==> config.mk <==
export PLATFORM = sky130hd
export DESIGN_NAME = sb_agent_port
export DESIGN_NICKNAME = d
export VERILOG_FILES = /design/src/verilog/sb_ism_pkg.sv /design/src/verilog/cg_delay_timer.sv /design/src/verilog/sb_agent_ism.sv /design/src/verilog/sb_agent_port.sv
export SDC_FILE = /design/constraint.sdc
export NUM_CORES = 1
export LEC_CHECK = 0
export ABC_AREA = 1
export BUFFER_PORTS_ARGS = -buffer_cell sky130_fd_sc_hd__buf_2
export CORE_MARGIN = 8
export CORE_UTILIZATION = 30
export DETAILED_ROUTE_END_ITERATION = 10
export PLACE_DENSITY_LB_ADDON = 0.2
export SYNTH_ARGS = -nofsm -noshare
export SYNTH_HDL_FRONTEND = slang
export SYNTH_SLANG_ARGS = --single-unit
==> constraint.sdc <==
create_clock -name clk -period 1.27 [get_ports clk]
set_input_delay 0.0635 -clock clk [delete_from_list [all_inputs] [get_ports clk]]
set_output_delay 0.0635 -clock clk [all_outputs]
set_load 0.1 [all_outputs]
==> src/verilog/sb_ism_pkg.sv <==
// ====================
// Shared state encodings and delay width for the sideband agent ISM
// Import into module bodies; use scoped names in port lists
// ====================
package sb_ism_pkg;

  // ====================
  // Clock-gate delay
  // ====================
  localparam int CG_DELAY_W = 4;        // Width of the delay strap and the timer count

  // ====================
  // Agent ISM states
  // ====================
  // Driven by the agent on ism_out
  typedef enum logic [2:0] {
    AGENT_IDLE       = 3'b000,          // Link idle, clocks may be gated
    AGENT_ACTIVEREQ  = 3'b001,          // Agent asks to go active
    AGENT_IDLEREQ    = 3'b010,          // Agent asks to go idle
    AGENT_ACTIVE     = 3'b011,          // Link active
    AGENT_CREDITREQ  = 3'b100,          // Agent asks for credit init
    AGENT_CREDITINIT = 3'b101,          // Credits being exchanged
    AGENT_CREDITDONE = 3'b110           // Agent finished credit init
  } agent_state_e;

  // ====================
  // Fabric ISM states
  // ====================
  // Seen by the agent on ism_in
  // 3'b111 is unused on both sides
  typedef enum logic [2:0] {
    FABRIC_IDLE       = 3'b000,
    FABRIC_ACTIVEREQ  = 3'b001,         // Fabric requests or acks ACTIVE
    FABRIC_IDLENAK    = 3'b010,         // Fabric refuses the idle request
    FABRIC_ACTIVE     = 3'b011,
    FABRIC_CREDITREQ  = 3'b100,         // Fabric asks for credit init
    FABRIC_CREDITINIT = 3'b101,
    FABRIC_CREDITACK  = 3'b110          // Fabric acks the agent credit request
  } fabric_state_e;

endpackage

==> src/verilog/cg_delay_timer.sv <==
// ====================
// Clock-gate delay counter that holds off every exit from IDLE
// Reloads while idle, counts down while an exit is pending
// ====================
`timescale 1ns/1ps

module cg_delay_timer #(
  parameter int unsigned CG_DELAY          = 0,     // Delay used without the strap
  parameter bit          CG_DELAY_STRAP_EN = 1'b0   // Take the delay from the strap
) (
  input  logic                              clk,
  input  logic                              rst_b,
  input  logic [sb_ism_pkg::CG_DELAY_W-1:0] cg_delay_strap,  // Strapped delay in cycles
  input  logic                              cg_count_en,     // Exit pending in IDLE
  output logic                              cg_ready         // Delay has run out
);
  import sb_ism_pkg::*;

  logic [CG_DELAY_W-1:0] delay;         // Selected reload value
  logic [CG_DELAY_W-1:0] count;         // Cycles left before an exit may happen

  // Delay source select, fixed at build time
  always_comb begin
    if (CG_DELAY_STRAP_EN) begin
      delay = cg_delay_strap;
    end else begin
      delay = CG_DELAY_W'(CG_DELAY);    // Upper bits of CG_DELAY are dropped
    end
  end

  // ====================
  // Counter
  // ====================
  always_ff @(posedge clk or negedge rst_b) begin
    if (!rst_b) begin
      count <= '0;
    end else if (!cg_count_en) begin
      count <= delay;                   // No exit pending, keep armed with the full delay
    end else if (count != '0) begin
      count <= count - 1'b1;            // Exit pending, count toward zero
    end
  end

  assign cg_ready = (count == '0);      // Zero delay lets the exit through at once

  // Count only moves down while counting, so it never wraps from zero
  a_count_no_wrap : assert property (@(posedge clk) disable iff (!rst_b)
    cg_count_en |=> (count <= $past(count)))
    else $error("cg_delay_timer count wrapped below zero");

endmodule

==> src/verilog/sb_agent_ism.sv <==
// ====================
// Agent side sideband clock-gating ISM with credit init flow
// Drives ism_out and the local clock-gate enable, steered by cg_delay_timer
// ====================
`timescale 1ns/1ps

module sb_agent_ism #(
  parameter bit SKIP_ACTIVEREQ = 1'b0   // IDLE may jump to ACTIVE on fabric ACTIVEREQ
) (
  input  logic                      clk,
  input  logic                      rst_b,
  input  logic                      int_pok,          // Link partner powered and ok
  input  logic                      port_disable,     // Keeps the ISM parked in IDLE
  input  logic                      side_ism_lock_b,  // Lock open when high
  input  logic                      side_clk_valid,   // Side clock is running
  input  logic                      ip_wake,          // Local wake event
  input  logic                      idle,             // Local idle limit reached
  input  logic                      init_done,        // Local credit init finished
  input  sb_ism_pkg::fabric_state_e ism_in,           // Fabric ISM state
  input  logic                      cg_ready,         // Clock-gate delay ran out
  output logic                      cg_count_en,      // Exit pending, run the delay
  output sb_ism_pkg::agent_state_e  ism_out,          // Agent ISM state
  output logic                      cg_en,            // Clock-gate enable to local gate
  output logic                      credit_reinit     // Credit counters need init
);
  import sb_ism_pkg::*;

  agent_state_e ism_nxt;
  logic         cg_en_nxt;
  logic         reinit_nxt;
  logic         credit_exit;            // IDLE to CREDITREQ wanted
  logic         active_exit;            // IDLE to ACTIVEREQ or ACTIVE wanted

  // ====================
  // IDLE exit conditions
  // ====================
  // Credit request from the fabric, or our own pending reinit once the clock is up
  always_comb begin
    credit_exit = int_pok && side_ism_lock_b &&
                  ((ism_in == FABRIC_CREDITREQ) || (credit_reinit && side_clk_valid));
  end

  // Wake only after credits are set up
  always_comb begin
    active_exit = int_pok && !credit_reinit && side_ism_lock_b &&
                  ((ism_in == FABRIC_ACTIVEREQ) ||
                   (ip_wake && (ism_in == FABRIC_IDLE) && side_clk_valid));
  end

  // Timer runs only while an exit is actually being taken
  assign cg_count_en = (ism_out == AGENT_IDLE) && !port_disable &&
                       (credit_exit || active_exit);

  // ====================
  // Next state
  // ====================
  always_comb begin
    ism_nxt    = ism_out;               // Hold unless a transition fires
    cg_en_nxt  = cg_en;
    reinit_nxt = credit_reinit;

    case (ism_out)
      AGENT_IDLE: begin
        if (port_disable) begin
          ism_nxt = AGENT_IDLE;         // Port off, no exit at all
        end else if (credit_exit) begin
          cg_en_nxt = 1'b1;             // Open the clock gate while the delay runs
          if (cg_ready) begin
            ism_nxt = AGENT_CREDITREQ;
          end
        end else if (active_exit) begin
          cg_en_nxt = 1'b1;
          if (cg_ready) begin
            // Fabric already asking, skip our own request if allowed
            if (SKIP_ACTIVEREQ && (ism_in == FABRIC_ACTIVEREQ)) begin
              ism_nxt = AGENT_ACTIVE;
            end else begin
              ism_nxt = AGENT_ACTIVEREQ;
            end
          end
        end
      end

      AGENT_ACTIVEREQ: begin
        if (!int_pok) begin
          ism_nxt   = AGENT_IDLE;       // Partner lost power, fall back
          cg_en_nxt = 1'b0;
        end else if (ism_in == FABRIC_ACTIVEREQ) begin
          ism_nxt = AGENT_ACTIVE;
        end else if (ism_in == FABRIC_CREDITREQ) begin
          ism_nxt = AGENT_CREDITREQ;    // Fabric wants credits first
        end
      end

      AGENT_ACTIVE: begin
        if (idle && (ism_in == FABRIC_ACTIVE) && side_clk_valid) begin
          ism_nxt = AGENT_IDLEREQ;
        end
      end

      AGENT_IDLEREQ: begin
        if (ism_in == FABRIC_IDLE) begin
          ism_nxt   = AGENT_IDLE;
          cg_en_nxt = 1'b0;             // Back in IDLE, gate may close
        end else if (ism_in == FABRIC_IDLENAK) begin
          ism_nxt = AGENT_ACTIVE;       // Fabric refused, stay up
        end
      end

      AGENT_CREDITREQ: begin
        if (!int_pok) begin
          ism_nxt   = AGENT_IDLE;
          cg_en_nxt = 1'b0;
        end else if (ism_in == FABRIC_CREDITACK) begin
          ism_nxt    = AGENT_CREDITINIT;
          reinit_nxt = 1'b1;            // Flag local counters for the fabric-led case too
        end
      end

      AGENT_CREDITINIT: begin
        reinit_nxt = 1'b0;              // Counters are being set up now
        if (init_done && (ism_in == FABRIC_CREDITINIT) && side_clk_valid) begin
          ism_nxt = AGENT_CREDITDONE;
        end
      end

      AGENT_CREDITDONE: begin
        if (ism_in == FABRIC_IDLE) begin
          ism_nxt   = AGENT_IDLE;
          cg_en_nxt = 1'b0;
        end
      end

      default: begin
        ism_nxt   = AGENT_IDLE;         // Unused code, recover to IDLE
        cg_en_nxt = 1'b0;
      end
    endcase
  end

  // ====================
  // State registers
  // ====================
  always_ff @(posedge clk or negedge rst_b) begin
    if (!rst_b) begin
      ism_out       <= AGENT_IDLE;
      cg_en         <= 1'b0;
      credit_reinit <= 1'b1;            // Credits always set up after reset
    end else begin
      ism_out       <= ism_nxt;
      cg_en         <= cg_en_nxt;
      credit_reinit <= reinit_nxt;
    end
  end

  // ====================
  // Assertions
  // ====================
  a_state_legal : assert property (@(posedge clk) disable iff (!rst_b)
    ism_out inside {AGENT_IDLE, AGENT_ACTIVEREQ, AGENT_IDLEREQ, AGENT_ACTIVE,
                    AGENT_CREDITREQ, AGENT_CREDITINIT, AGENT_CREDITDONE})
    else $error("Agent ISM in illegal state %b", ism_out);

  // ACTIVEREQ has a single entry arc
  a_activereq_from_idle : assert property (@(posedge clk) disable iff (!rst_b)
    ($changed(ism_out) && (ism_out == AGENT_ACTIVEREQ)) |-> ($past(ism_out) == AGENT_IDLE))
    else $error("ACTIVEREQ entered from %b", $past(ism_out));

  a_creditdone_from_init : assert property (@(posedge clk) disable iff (!rst_b)
    ($changed(ism_out) && (ism_out == AGENT_CREDITDONE)) |->
      ($past(ism_out) == AGENT_CREDITINIT))
    else $error("CREDITDONE entered from %b", $past(ism_out));

  // Disabled port never leaves IDLE
  a_port_disable_idle : assert property (@(posedge clk) disable iff (!rst_b)
    (port_disable && (ism_out == AGENT_IDLE)) |=> (ism_out == AGENT_IDLE))
    else $error("ISM left IDLE while port_disable was held");

endmodule

==> src/verilog/sb_agent_port.sv <==
// ====================
// Agent sideband port top with the ISM and its clock-gate delay timer
// Parameters set here reach both blocks
// ====================
`timescale 1ns/1ps

module sb_agent_port #(
  parameter int unsigned CG_DELAY          = 0,     // Delay when the strap is off
  parameter bit          CG_DELAY_STRAP_EN = 1'b0,  // Delay from cg_delay_strap
  parameter bit          SKIP_ACTIVEREQ    = 1'b0   // Allow IDLE straight to ACTIVE
) (
  input  logic                              clk,
  input  logic                              rst_b,
  // Qualifiers
  input  logic                              int_pok,
  input  logic                              port_disable,
  input  logic                              side_ism_lock_b,
  input  logic                              side_clk_valid,
  // Local agent events
  input  logic                              ip_wake,
  input  logic                              idle,
  input  logic                              init_done,
  input  logic [sb_ism_pkg::CG_DELAY_W-1:0] cg_delay_strap,
  // Link handshake
  input  sb_ism_pkg::fabric_state_e         ism_in,
  output sb_ism_pkg::agent_state_e          ism_out,
  // Local controls
  output logic                              cg_en,
  output logic                              credit_reinit
);

  logic cg_count_en;                    // ISM exit pending
  logic cg_ready;                       // Delay expired

  // ====================
  // Delay timer
  // ====================
  cg_delay_timer #(
    .CG_DELAY          (CG_DELAY),
    .CG_DELAY_STRAP_EN (CG_DELAY_STRAP_EN)
  ) cg_delay_timer_inst (
    .clk            (clk),
    .rst_b          (rst_b),
    .cg_delay_strap (cg_delay_strap),
    .cg_count_en    (cg_count_en),
    .cg_ready       (cg_ready)
  );

  // ====================
  // Agent ISM
  // ====================
  sb_agent_ism #(
    .SKIP_ACTIVEREQ (SKIP_ACTIVEREQ)
  ) sb_agent_ism_inst (
    .clk             (clk),
    .rst_b           (rst_b),
    .int_pok         (int_pok),
    .port_disable    (port_disable),
    .side_ism_lock_b (side_ism_lock_b),
    .side_clk_valid  (side_clk_valid),
    .ip_wake         (ip_wake),
    .idle            (idle),
    .init_done       (init_done),
    .ism_in          (ism_in),
    .cg_ready        (cg_ready),
    .cg_count_en     (cg_count_en),
    .ism_out         (ism_out),
    .cg_en           (cg_en),
    .credit_reinit   (credit_reinit)
  );

endmodule

======== Word level (Yosys, flattened, before mapping) ========
Index checks and enable logic that the tools add are counted.
word-level totals
  flip-flop bits (word level) ............. 9
  output and inout bits ................... 5
  logic and storage cells ................. 91
  input bits .............................. 16
operators by class
  bitwise operators ....................... 1
  equal/unequal tests ..................... 28
  reduce and logical (&&, ||, !) cells .... 30
  mux-type cells .......................... 27
  add/sub/neg operators ................... 1
operators with widths
  kind                                               number
  2-to-1 mux 3 bit                                   15
  one-hot mux 3 bit (7 select lines)                 1
  == test 3 bit (second input constant)              6
  logical AND 1 bit                                  14
  == test 3 x 2 -> 1 bit (second input constant)     4
  != test 2 x 1 -> 1 bit (second input constant)     5
  AND reduction 9 bit                                1
  2-to-1 mux 4 bit                                   2
  != test 2 bit (second input constant)              4
  != test 4 x 2 -> 1 bit (second input constant)     2
  != test 4 bit (second input constant)              2
  2-to-1 mux 1 bit                                   7
  == test 3 x 1 -> 1 bit (second input constant)     2
  zero test 3 bit                                    2
  != test 3 x 1 -> 1 bit (second input constant)     2
  OR reduction 2 bit                                 3
  AND reduction 5 bit                                1
  zero test 4 bit                                    1
  one-hot mux 1 bit (4 select lines)                 1
  nonzero test 4 bit                                 1
  subtractor 4 x 1 -> 4 bit (second input constant)  1
  logical OR 1 bit                                   3
  != test 3 x 2 -> 1 bit (second input constant)     1
  AND reduction 3 bit                                1
  4 further kinds                                    5

======== Longest topological paths before layout ========
Gate-level depths: netlist (run 1).
  word-level depth ........................ 9
  gate-level depth with buffers ........... 11
  gate-level depth less buffers ........... 11

======== Hierarchy ========
From an unflattened synthesis (run 1), not the netlist that was laid out.
unflattened totals
  cells, all modules ...................... 120
  area total of the unflattened synthesis .. 784.5 µm²
by module, submodules not included
  module          area an instance (µm²)  seq. area each (µm²)  times used  cells each
  sb_agent_ism    554.3                   126.4                 1           93
  cg_delay_timer  230.2                   100.1                 1           27

======== Worst setup path after synthesis (run 1) ========
Ideal clock, no wire load.
  path kind ............................... reg2reg
  start point ............................. reg sb_agent_ism_inst.ism_out[1]
  end point ............................... reg sb_agent_ism_inst.ism_out[2]
  arrival ................................. 1.774 ns
  required time ........................... 1.147 ns
  path buffers ............................ 0
  stages on the path, launching flop included .. 10
  setup time .............................. 0.123 ns
  setup slack ............................. -0.627 ns
  period minus slack after synthesis ...... 1.897 ns
  cells stage by stage .................... dfrtp_1 > inv_2 > nand3_2 > inv_2 > nand2_1 > nand3_2 > nor2_4 > nand2_4 > nand2_1 > nand2_1
between the ends
  word-level cells in the longest chain between the ends .. 3
  elaborated cells on any way between the ends .. 18
  those cells by class .................... eq/ne: 15; mux: 1; reduce/logical: 2
ends and longest elaborated chain
  what                                                             RTL line             source
  start, declared                                                  sb_agent_ism.sv:22   output sb_ism_pkg::agent_state_e ism_out,
  start signal, assigned                                           sb_agent_ism.sv:150  ism_out <= ism_nxt;
  == test 3 x 1 -> 1 bit (tied with other cells)                   sb_agent_ism.sv:62   case (ism_out)
  != test 4 x 2 -> 1 bit (no source line) (tied with other cells)  -
  AND reduction 9 bit (no source line)                             -
Several ways; a longest one is shown, not always the timed one.
A chain may end at the register's enable or synchronous reset.

======== Final worst setup path (run 1) ========
  start point ............................. reg sb_agent_ism_inst.ism_out[0]
  end point ............................... reg sb_agent_ism_inst.ism_out[1]
The elaborated chain is that of the path after synthesis.

==> qor.txt, run 1 <==
TNS Setup - -0.5494 ns
count of pins over their slew limit - 0
failing checks - negative setup slack
P_int - 0.001148 W
vias per std cell - 4.830
area grow syn2layout - 58.84%
Fillers - 247
Seq/Total Area, Yosys - 0.2910
CP startpoint - sb_agent_ism_inst.ism_out[0]$_DFFE_PN0P_
initial antenna violation count - 0
drt drc - 0
gr ovfl total - 0
wire length of the first global-routing pass - 3498 um
CP Capture Type - register
floorplan row count - 18
FF-to-FF setup slack - -0.08 ns
die area - 4480 um^2
sequential cell area - 241.5 um^2
actual slew at the worst max-slew pin - 0.4867 ns
Sw Pwr - 0.001207 W
final net count - 164
final hold slack - 0.1644 ns
CTS tree - done
part of the power in registers - 0.219
Synth Flop Type - dfrtp_1
WS Path Type - register to register
Root Buffer - clkbuf_4
Mapped Nets - 127
maxcap violations - 0
Diodes inserted - 0
core area - 2477 um^2
dpl hpwl - 1615 um
Post-synth EDFFs - 0
largest net degree at the start of global routing - 10
worst-case reg-to-reg path depth - 8
1st-iter DRT viols - 30
min cycle time layout - 1.350 ns
Die W - 66.93 um
CTS Sinks - 9
CTS buffer count - 3
PwrDens - 1905 nW/um^2
Final setup viols - 9
Port Buf Inserts - 16
Non-Filler Instances - 176
Boundary Pins - 21
CTS HTree Levels - 1
VDD IR max - 1.427 mV
Worst R2R End - sb_agent_ism_inst.ism_out[1]$_DFFE_PN0P_
Max Root-Sink Buffers - 2
CP Launch Type - register
max frequency - 740.5 MHz
CP max FO - 8
Skew-Pair Late Insertion Delay - 0.27 ns
layout cells sized above 1 - 0.5274
Mapped Area - 778.2 um^2
GP Congestion - 0.8105
via count - 850
Post-DRT Antenna Nets - 0
All-Layer GR Usage - 0.1002
Worst Hold Class - input pin to register
Hold Fails Final Rpt - 0
crit path DAT - 1.51 ns
Synth area leader - dfrtp_1
Detailed Route WL - 2223 um
placed insts - 166
drt wl/cell - 12.63 um
Leakage - 0.6345 nW
skew final - 0.004107 ns
status - finished, violations left
Sw Ratio - 0.5124
1st-pass router iterations - 4
CP Capture Point - sb_agent_ism_inst.ism_out[1]$_DFFE_PN0P_
Post-synth ARST share - 1.000
Seq cells post-synth - 9
chip height - 66.93 um
Worst-path clk slew - 0.06 ns
count of different cell masters after synthesis - 24
initial core utilization - 0.3141
area of the multi-input gates - 581.8 um^2
syn_area_per_cell - 7.075 um^2
Gate Count Post-Synth - 110
Syn. warnings - 0
combinational power share - 0.684
Synth top cells by count - 28 x nand2_1, 12 x nand3_1, 11 x nor2_1
Clock Power Share - 0.097
Synth top area share - 0.2572
Finished Core Util - 0.4990
number of global-route vias before repair - 833
Reg2Reg Launch Point - sb_agent_ism_inst.ism_out[0]$_DFFE_PN0P_
ranking of synthesized cells by area - dfrtp_1 26%, nand2_1 14%, nand3_2 9.0%, nand3_1 7.7%, nand2_4 5.8%
RSZ-0062 raised after global routing - yes
WP data required - 1.43 ns
fin worst setup slack - -0.08041 ns
period utilisation layout - 1.063
most numerous cell in the Yosys netlist - nand2_1
Relative slew margins - 0.6778
## what timing repair did
action,4_1_cts,5_1_grt
resized for setup,7,18
setup endpoints to repair,8,8
hold buffers,1,0
pin swaps,4,10
endpoints found under the hold margin,9,0
setup buffers,2,3
## power groups by stage
stage | registers (W) | clock network [W] | logic [W]
detailed placement | 0.000473 | 0 | 0.00136
floorplan | 0.000841 | 0 | 0.000567
global placement | 0.000470 | 0 | 0.00135
finish | 0.000515 | 0.000229 | 0.00161
CTS | 0.000475 | 0.000239 | 0.00143
global route | 0.000526 | 0.000254 | 0.00171
## worst min path at each step
stage | startpoint | endpoint | cells after the start
2_1_floorplan | rst_b | cg_delay_timer_inst.count[0]$_DFFE_PN0P_ | 0
3_3_place_gp | rst_b | sb_agent_ism_inst.ism_out[1]$_DFFE_PN0P_ | 1
5_1_grt | port_disable | sb_agent_ism_inst.cg_en$_DFFE_PN0P_ | 5
6_report | port_disable | sb_agent_ism_inst.cg_en$_DFFE_PN0P_ | 5
3_5_place_dp | rst_b | sb_agent_ism_inst.ism_out[1]$_DFFE_PN0P_ | 1
4_1_cts | port_disable | sb_agent_ism_inst.cg_en$_DFFE_PN0P_ | 5
## registers in the layout, summed over array words and instances (netlist names)
signal                           cells
cg_delay_timer_inst.count            4
sb_agent_ism_inst.ism_out            3
sb_agent_ism_inst.cg_en              1
sb_agent_ism_inst.credit_reinit      1
## logic make-up after synthesis
logic type | share of synthesized area
adder cells (fa/ha/maj) | 0.01607
flip-flops | 0.2910
buffers and inverters | 0.07717
XOR/XNOR | 0.01126
AND/OR/NAND/NOR | 0.5724
AO/OA/AOI/OAI | 0.03215
## placed cells by master, fill, tap and decap left out, types with 2 or more instances in the layout
| cell | synthesis | layout |
|---|---|---|
| buf_12 | 0 | 5 |
| buf_2 | 0 | 12 |
| buf_4 | 1 | 14 |
| clkbuf_4 | 0 | 3 |
| dfrtp_1 | 8 | 5 |
| dfrtp_4 | 0 | 3 |
| inv_1 | 8 | 7 |
| inv_2 | 6 | 5 |
| inv_6 | 0 | 2 |
| nand2_1 | 28 | 22 |
| nand2_2 | 3 | 7 |
| nand2_4 | 4 | 6 |
| nand3_1 | 12 | 10 |
| nand3_2 | 7 | 5 |
| nand3_4 | 0 | 4 |
| nand4_1 | 6 | 6 |
| nor2_1 | 11 | 9 |
| nor2_4 | 2 | 4 |
| o21ai_1 | 2 | 2 |
## layer usage
metal | wire length [um] | vias to the layer above | track usage | share of wire
li1 | - | 435 | - | -
met3 | 140 | 6 | 0.03020 | 0.063
met4 | 55 | 0 | 0.06005 | 0.025
met2 | 1109 | 25 | 0.1661 | 0.50
met1 | 917 | 384 | 0.1097 | 0.41
met5 | 0 | - | 0 | 0
## through the flow
stage                     power (W)  cell area [um^2]  worst slack, ns
after floorplan            0.001408             804.5          -0.2444
final                      0.002355              1236         -0.08041
after global routing       0.002488              1236          -0.1561
after CTS                  0.002145              1129         -0.07953
after detailed placement   0.001836              1054         -0.09859
after global placement     0.001825              1054         -0.08919
## area by class of cell
class / count / share of cell area
sequential: 9 / 0.1953
timing repair buffer: 33 / 0.2318
clock buffer: 4 / 0.02125
tap: 30 / 0.03036
inverter: 14 / 0.05061
multi-input combinational: 86 / 0.4706
## critical path: stages, from the launching register on
cell and delay [ns]:
dfrtp_4 0.55, nand3_4 0.10, inv_2 0.06, nand2_2 0.07, nand3_2 0.11, nor2_4 0.18
nand2_4 0.08, nand2_1 0.06, nand2_1 0.04
(Power assumes the default switching activity.)
==> run 2, diff against run 1 <==
--- a/config.mk
+++ b/config.mk
@@ -5,7 +5,7 @@
 export SDC_FILE = /design/constraint.sdc
 export NUM_CORES = 1
 export LEC_CHECK = 0
-export ABC_AREA = 1
+export ABC_AREA = 0
 export BUFFER_PORTS_ARGS = -buffer_cell sky130_fd_sc_hd__buf_2
 export CORE_MARGIN = 8
 export CORE_UTILIZATION = 30
@@ -14,3 +14,4 @@
 export SYNTH_ARGS = -nofsm -noshare
 export SYNTH_HDL_FRONTEND = slang
 export SYNTH_SLANG_ARGS = --single-unit
+export TNS_END_PERCENT = 1
==> qor.txt, run 2 <==
initial core utilization - 0.3045 (-0.009630)
Syn. warnings - 0 (unchanged)
largest net degree at the start of global routing - 12 (+2)
Leakage - 0.5586 nW (-12%)
skew final - 0.004815 ns (+0.0007082 ns)
worst-case reg-to-reg path depth - 5 (-3)
Synth top cells by count - 8 x dfrtp_1, 8 x nand2_1, 8 x nor2_1
most frequent cells in the layout - 32 x buf_4, 12 x buf_2, 8 x nor2_1, 8 x nand2_1, 7 x a21oi_1
CTS HTree Levels - 1 (unchanged)
WP data required - 1.41 ns (-0.02 ns)
Worst Hold Class - input pin to asynchronous set/reset pin
Die W - 67.99 um (+1.6%)
Mapped Nets - 112 (-12%)
CTS tree - done
Mapped Area - 810.8 um^2 (+4.2%)
PwrDens - 2284 nW/um^2 (+20%)
commonest non-fill, non-tap cell in the layout - buf_4
Relative slew margins - 0.6771 (about the same)
final net count - 159 (-3.0%)
1st-pass router iterations - 4 (unchanged)
count of different cell masters after synthesis - 40 (+67%)
CP Launch Type - register
met2 WL - 1161 um (+4.7%)
maxcap violations - 0 (unchanged)
RSZ-0062 raised after global routing - yes
Post-DRT Antenna Nets - 0 (unchanged)
Setup WS pre-CTS - -0.8169 ns (-0.7183 ns)
Synth top area share - 0.2469 (-0.01032)
gr ovfl total - 0 (unchanged)
max reg flops - 4 (unchanged)
Final setup viols - 8 (-1)
largest registers - cg_delay_timer_inst.count x4, sb_agent_ism_inst.ism_out x3
floorplan row count - 19 (+1)
area grow syn2layout - 48.30%
CTS Sinks - 9 (unchanged)
Seq/Total Area, Yosys - 0.2793 (-0.01168)
crit path DAT - 2.22 ns (+0.71 ns)
die area - 4622 um^2 (+3.2%)
layout cells sized above 1 - 0.4681 (-0.05931)
FF-to-FF setup slack - -0.81 ns (-0.73 ns)
Largest Register - cg_delay_timer_inst.count
WS Path Type - register to register
VDD IR max - 1.678 mV (+18%)
status - finished, violations left
Hold Fails Final Rpt - 0 (unchanged)
initial antenna violation count - 0 (unchanged)
drt wl/cell - 12.87 um (+1.9%)
CP Capture Type - register
syn_area_per_cell - 8.535 um^2 (+21%)
Root Buffer - clkbuf_4
min cycle time layout - 2.082 ns (+0.7318 ns)
post-cts sizing count - 0 (-7)
# Post-CTS Setup Buffers - 0 (-2)
met1 wire length - 945 um (+3.1%)
Gate Count Post-Synth - 95 (-14%)
Skew-Pair Late Insertion Delay - 0.25 ns (-0.02 ns)
fin worst setup slack - -0.8122 ns (-0.7318 ns)
Finished Core Util - 0.4516 (-0.04739)
dpl hpwl - 1876 um (+16%)
CP max FO - 3 (-5)
count of pins over their slew limit - 0 (unchanged)
Synth Flop Type - dfrtp_1
1st-iter DRT viols - 16 (-47%)
metal3 WL - 92 um (-34%)
drt drc - 0 (unchanged)
final hold slack - 0.1810 ns (+0.01660 ns)
Post-synth EDFFs - 0 (unchanged)
GP Congestion - 0.7890 (-2.7%)
Boundary Pins - 21 (unchanged)
failing checks - negative setup slack
ranking of synthesized cells by area - dfrtp_1 25%, mux2_4 5.6%, a21oi_1 4.3%, xnor2_1 4.3%, o21ai_0 3.7%
Seq cells post-synth - 9 (unchanged)
max frequency - 480.3 MHz (-35%)
Total Power - 0.002746 W (+17%)
Non-Filler Instances - 172 (-2.3%)
Diodes inserted - 0 (unchanged)
Post-synth ARST share - 1.000 (unchanged)
CTS buffer count - 3 (unchanged)
Top Metal Used - met4
via count - 856 (+0.71%)
Port Buf Inserts - 16 (unchanged)
core area - 2663 um^2 (+7.5%)
Worst R2R End - sb_agent_ism_inst.ism_out[0]$_DFFE_PN0P_
number of global-route vias before repair - 914 (+9.7%)
wire length of the first global-routing pass - 3781 um (+8.1%)
chip height - 67.99 um (+1.6%)
vias per std cell - 4.977 (+3.0%)
period utilisation layout - 1.640 (+0.5762)
actual slew at the worst max-slew pin - 0.4877 ns (+0.0009795 ns)
All-Layer GR Usage - 0.1031 (+0.002898)
Detailed Route WL - 2214 um (-0.40%)
Synth area leader - dfrtp_1
Reg2Reg Launch Point - sb_agent_ism_inst.credit_reinit$_DFFE_PN1P_
placed insts - 167 (+0.60%)
Worst-path clk slew - 0.06 ns (about the same)
Max Root-Sink Buffers - 2 (unchanged)
-- run 2: cell count changes after synthesis, sizes merged, moves of 4 or more --
cell and delta:
nand2 -27, a211oi +4, xnor2 +4, nand4 -6, nand3 -14, nor2 -6
inv -10, a21oi +6
-- run 2: cell type report --
class                      count  area, um^2
multi-input combinational     75       501.7
timing repair buffer          49       390.4
inverter                       4       15.01
clock buffer                   4       26.28
fill                         293        1460
sequential                     9       230.2
tap                           31       38.79
-- run 2: worst max-delay path, stage by stage, from the launching register on --
cell	delay, ns
dfstp_2	0.37
or4b_1	0.46
o311a_2	0.14
o31ai_2	0.16
or4b_4	0.52
mux2_4	0.31
-- run 2: logic make-up after synthesis --
logic type               count (synthesis)  synth area share
AND/OR/NAND/NOR                         40            0.2809
buffers and inverters                   11            0.1018
adder cells (fa/ha/maj)                  1           0.01543
XOR/XNOR                                 5           0.05401
flip-flops                               9            0.2793
AO/OA/AOI/OAI                           26            0.2130
multiplexers                             3           0.05555
-- run 2: repair_timing --
item | CTS | global route
setup endpoints to repair | 8 | 8
hold endpoints to repair | 9 | 0
gates cloned | 0 | 0
hold buffers | 1 | 0
-- run 2: how the worst max path moves through the flow --
stage | startpoint | to | slack (ns) | cells past startpoint
6_report | sb_agent_ism_inst.credit_reinit$_DFFE_PN1P_ | sb_agent_ism_inst.ism_out[0]$_DFFE_PN0P_ | -0.81 | 5
4_1_cts | sb_agent_ism_inst.credit_reinit$_DFFE_PN1P_ | sb_agent_ism_inst.ism_out[0]$_DFFE_PN0P_ | -0.82 | 5
5_1_grt | sb_agent_ism_inst.credit_reinit$_DFFE_PN1P_ | sb_agent_ism_inst.ism_out[1]$_DFFE_PN0P_ | -0.88 | 5
2_1_floorplan | sb_agent_ism_inst.credit_reinit$_DFFE_PN1P_ | sb_agent_ism_inst.ism_out[0]$_DFFE_PN0P_ | -1.0 | 5
3_5_place_dp | sb_agent_ism_inst.credit_reinit$_DFFE_PN1P_ | sb_agent_ism_inst.ism_out[0]$_DFFE_PN0P_ | -0.82 | 5
3_3_place_gp | sb_agent_ism_inst.credit_reinit$_DFFE_PN1P_ | sb_agent_ism_inst.ism_out[1]$_DFFE_PN0P_ | -0.79 | 5
-- run 2: stage by stage --
step | TNS [ns] | instance area [um^2]
finish | -4.133 | 1202
global route | -4.853 | 1202
CTS | -4.105 | 1202
detailed placement | -4.054 | 1166
global placement | -3.773 | 1166
floorplan | -5.374 | 814.5
-- run 2: per-layer routing --
layer | vias to the layer above | global-route usage
met5 | - | 0
li1 | 437 | -
met3 | 2 | 0.02128
met1 | 405 | 0.1147
met2 | 12 | 0.1864
met4 | 0 | 0.04092
-- run 2: power breakdown --
part | total, W | internal [W] | leakage [nW] | switching, W
clock | 0.000216 | 0.000121 | 0.0150 | 0.0000950
sequential | 0.000521 | 0.000380 | 0.114 | 0.000140
combinational | 0.00201 | 0.000965 | 0.430 | 0.00104
total | 0.00275 | 0.00147 | 0.559 | 0.00128
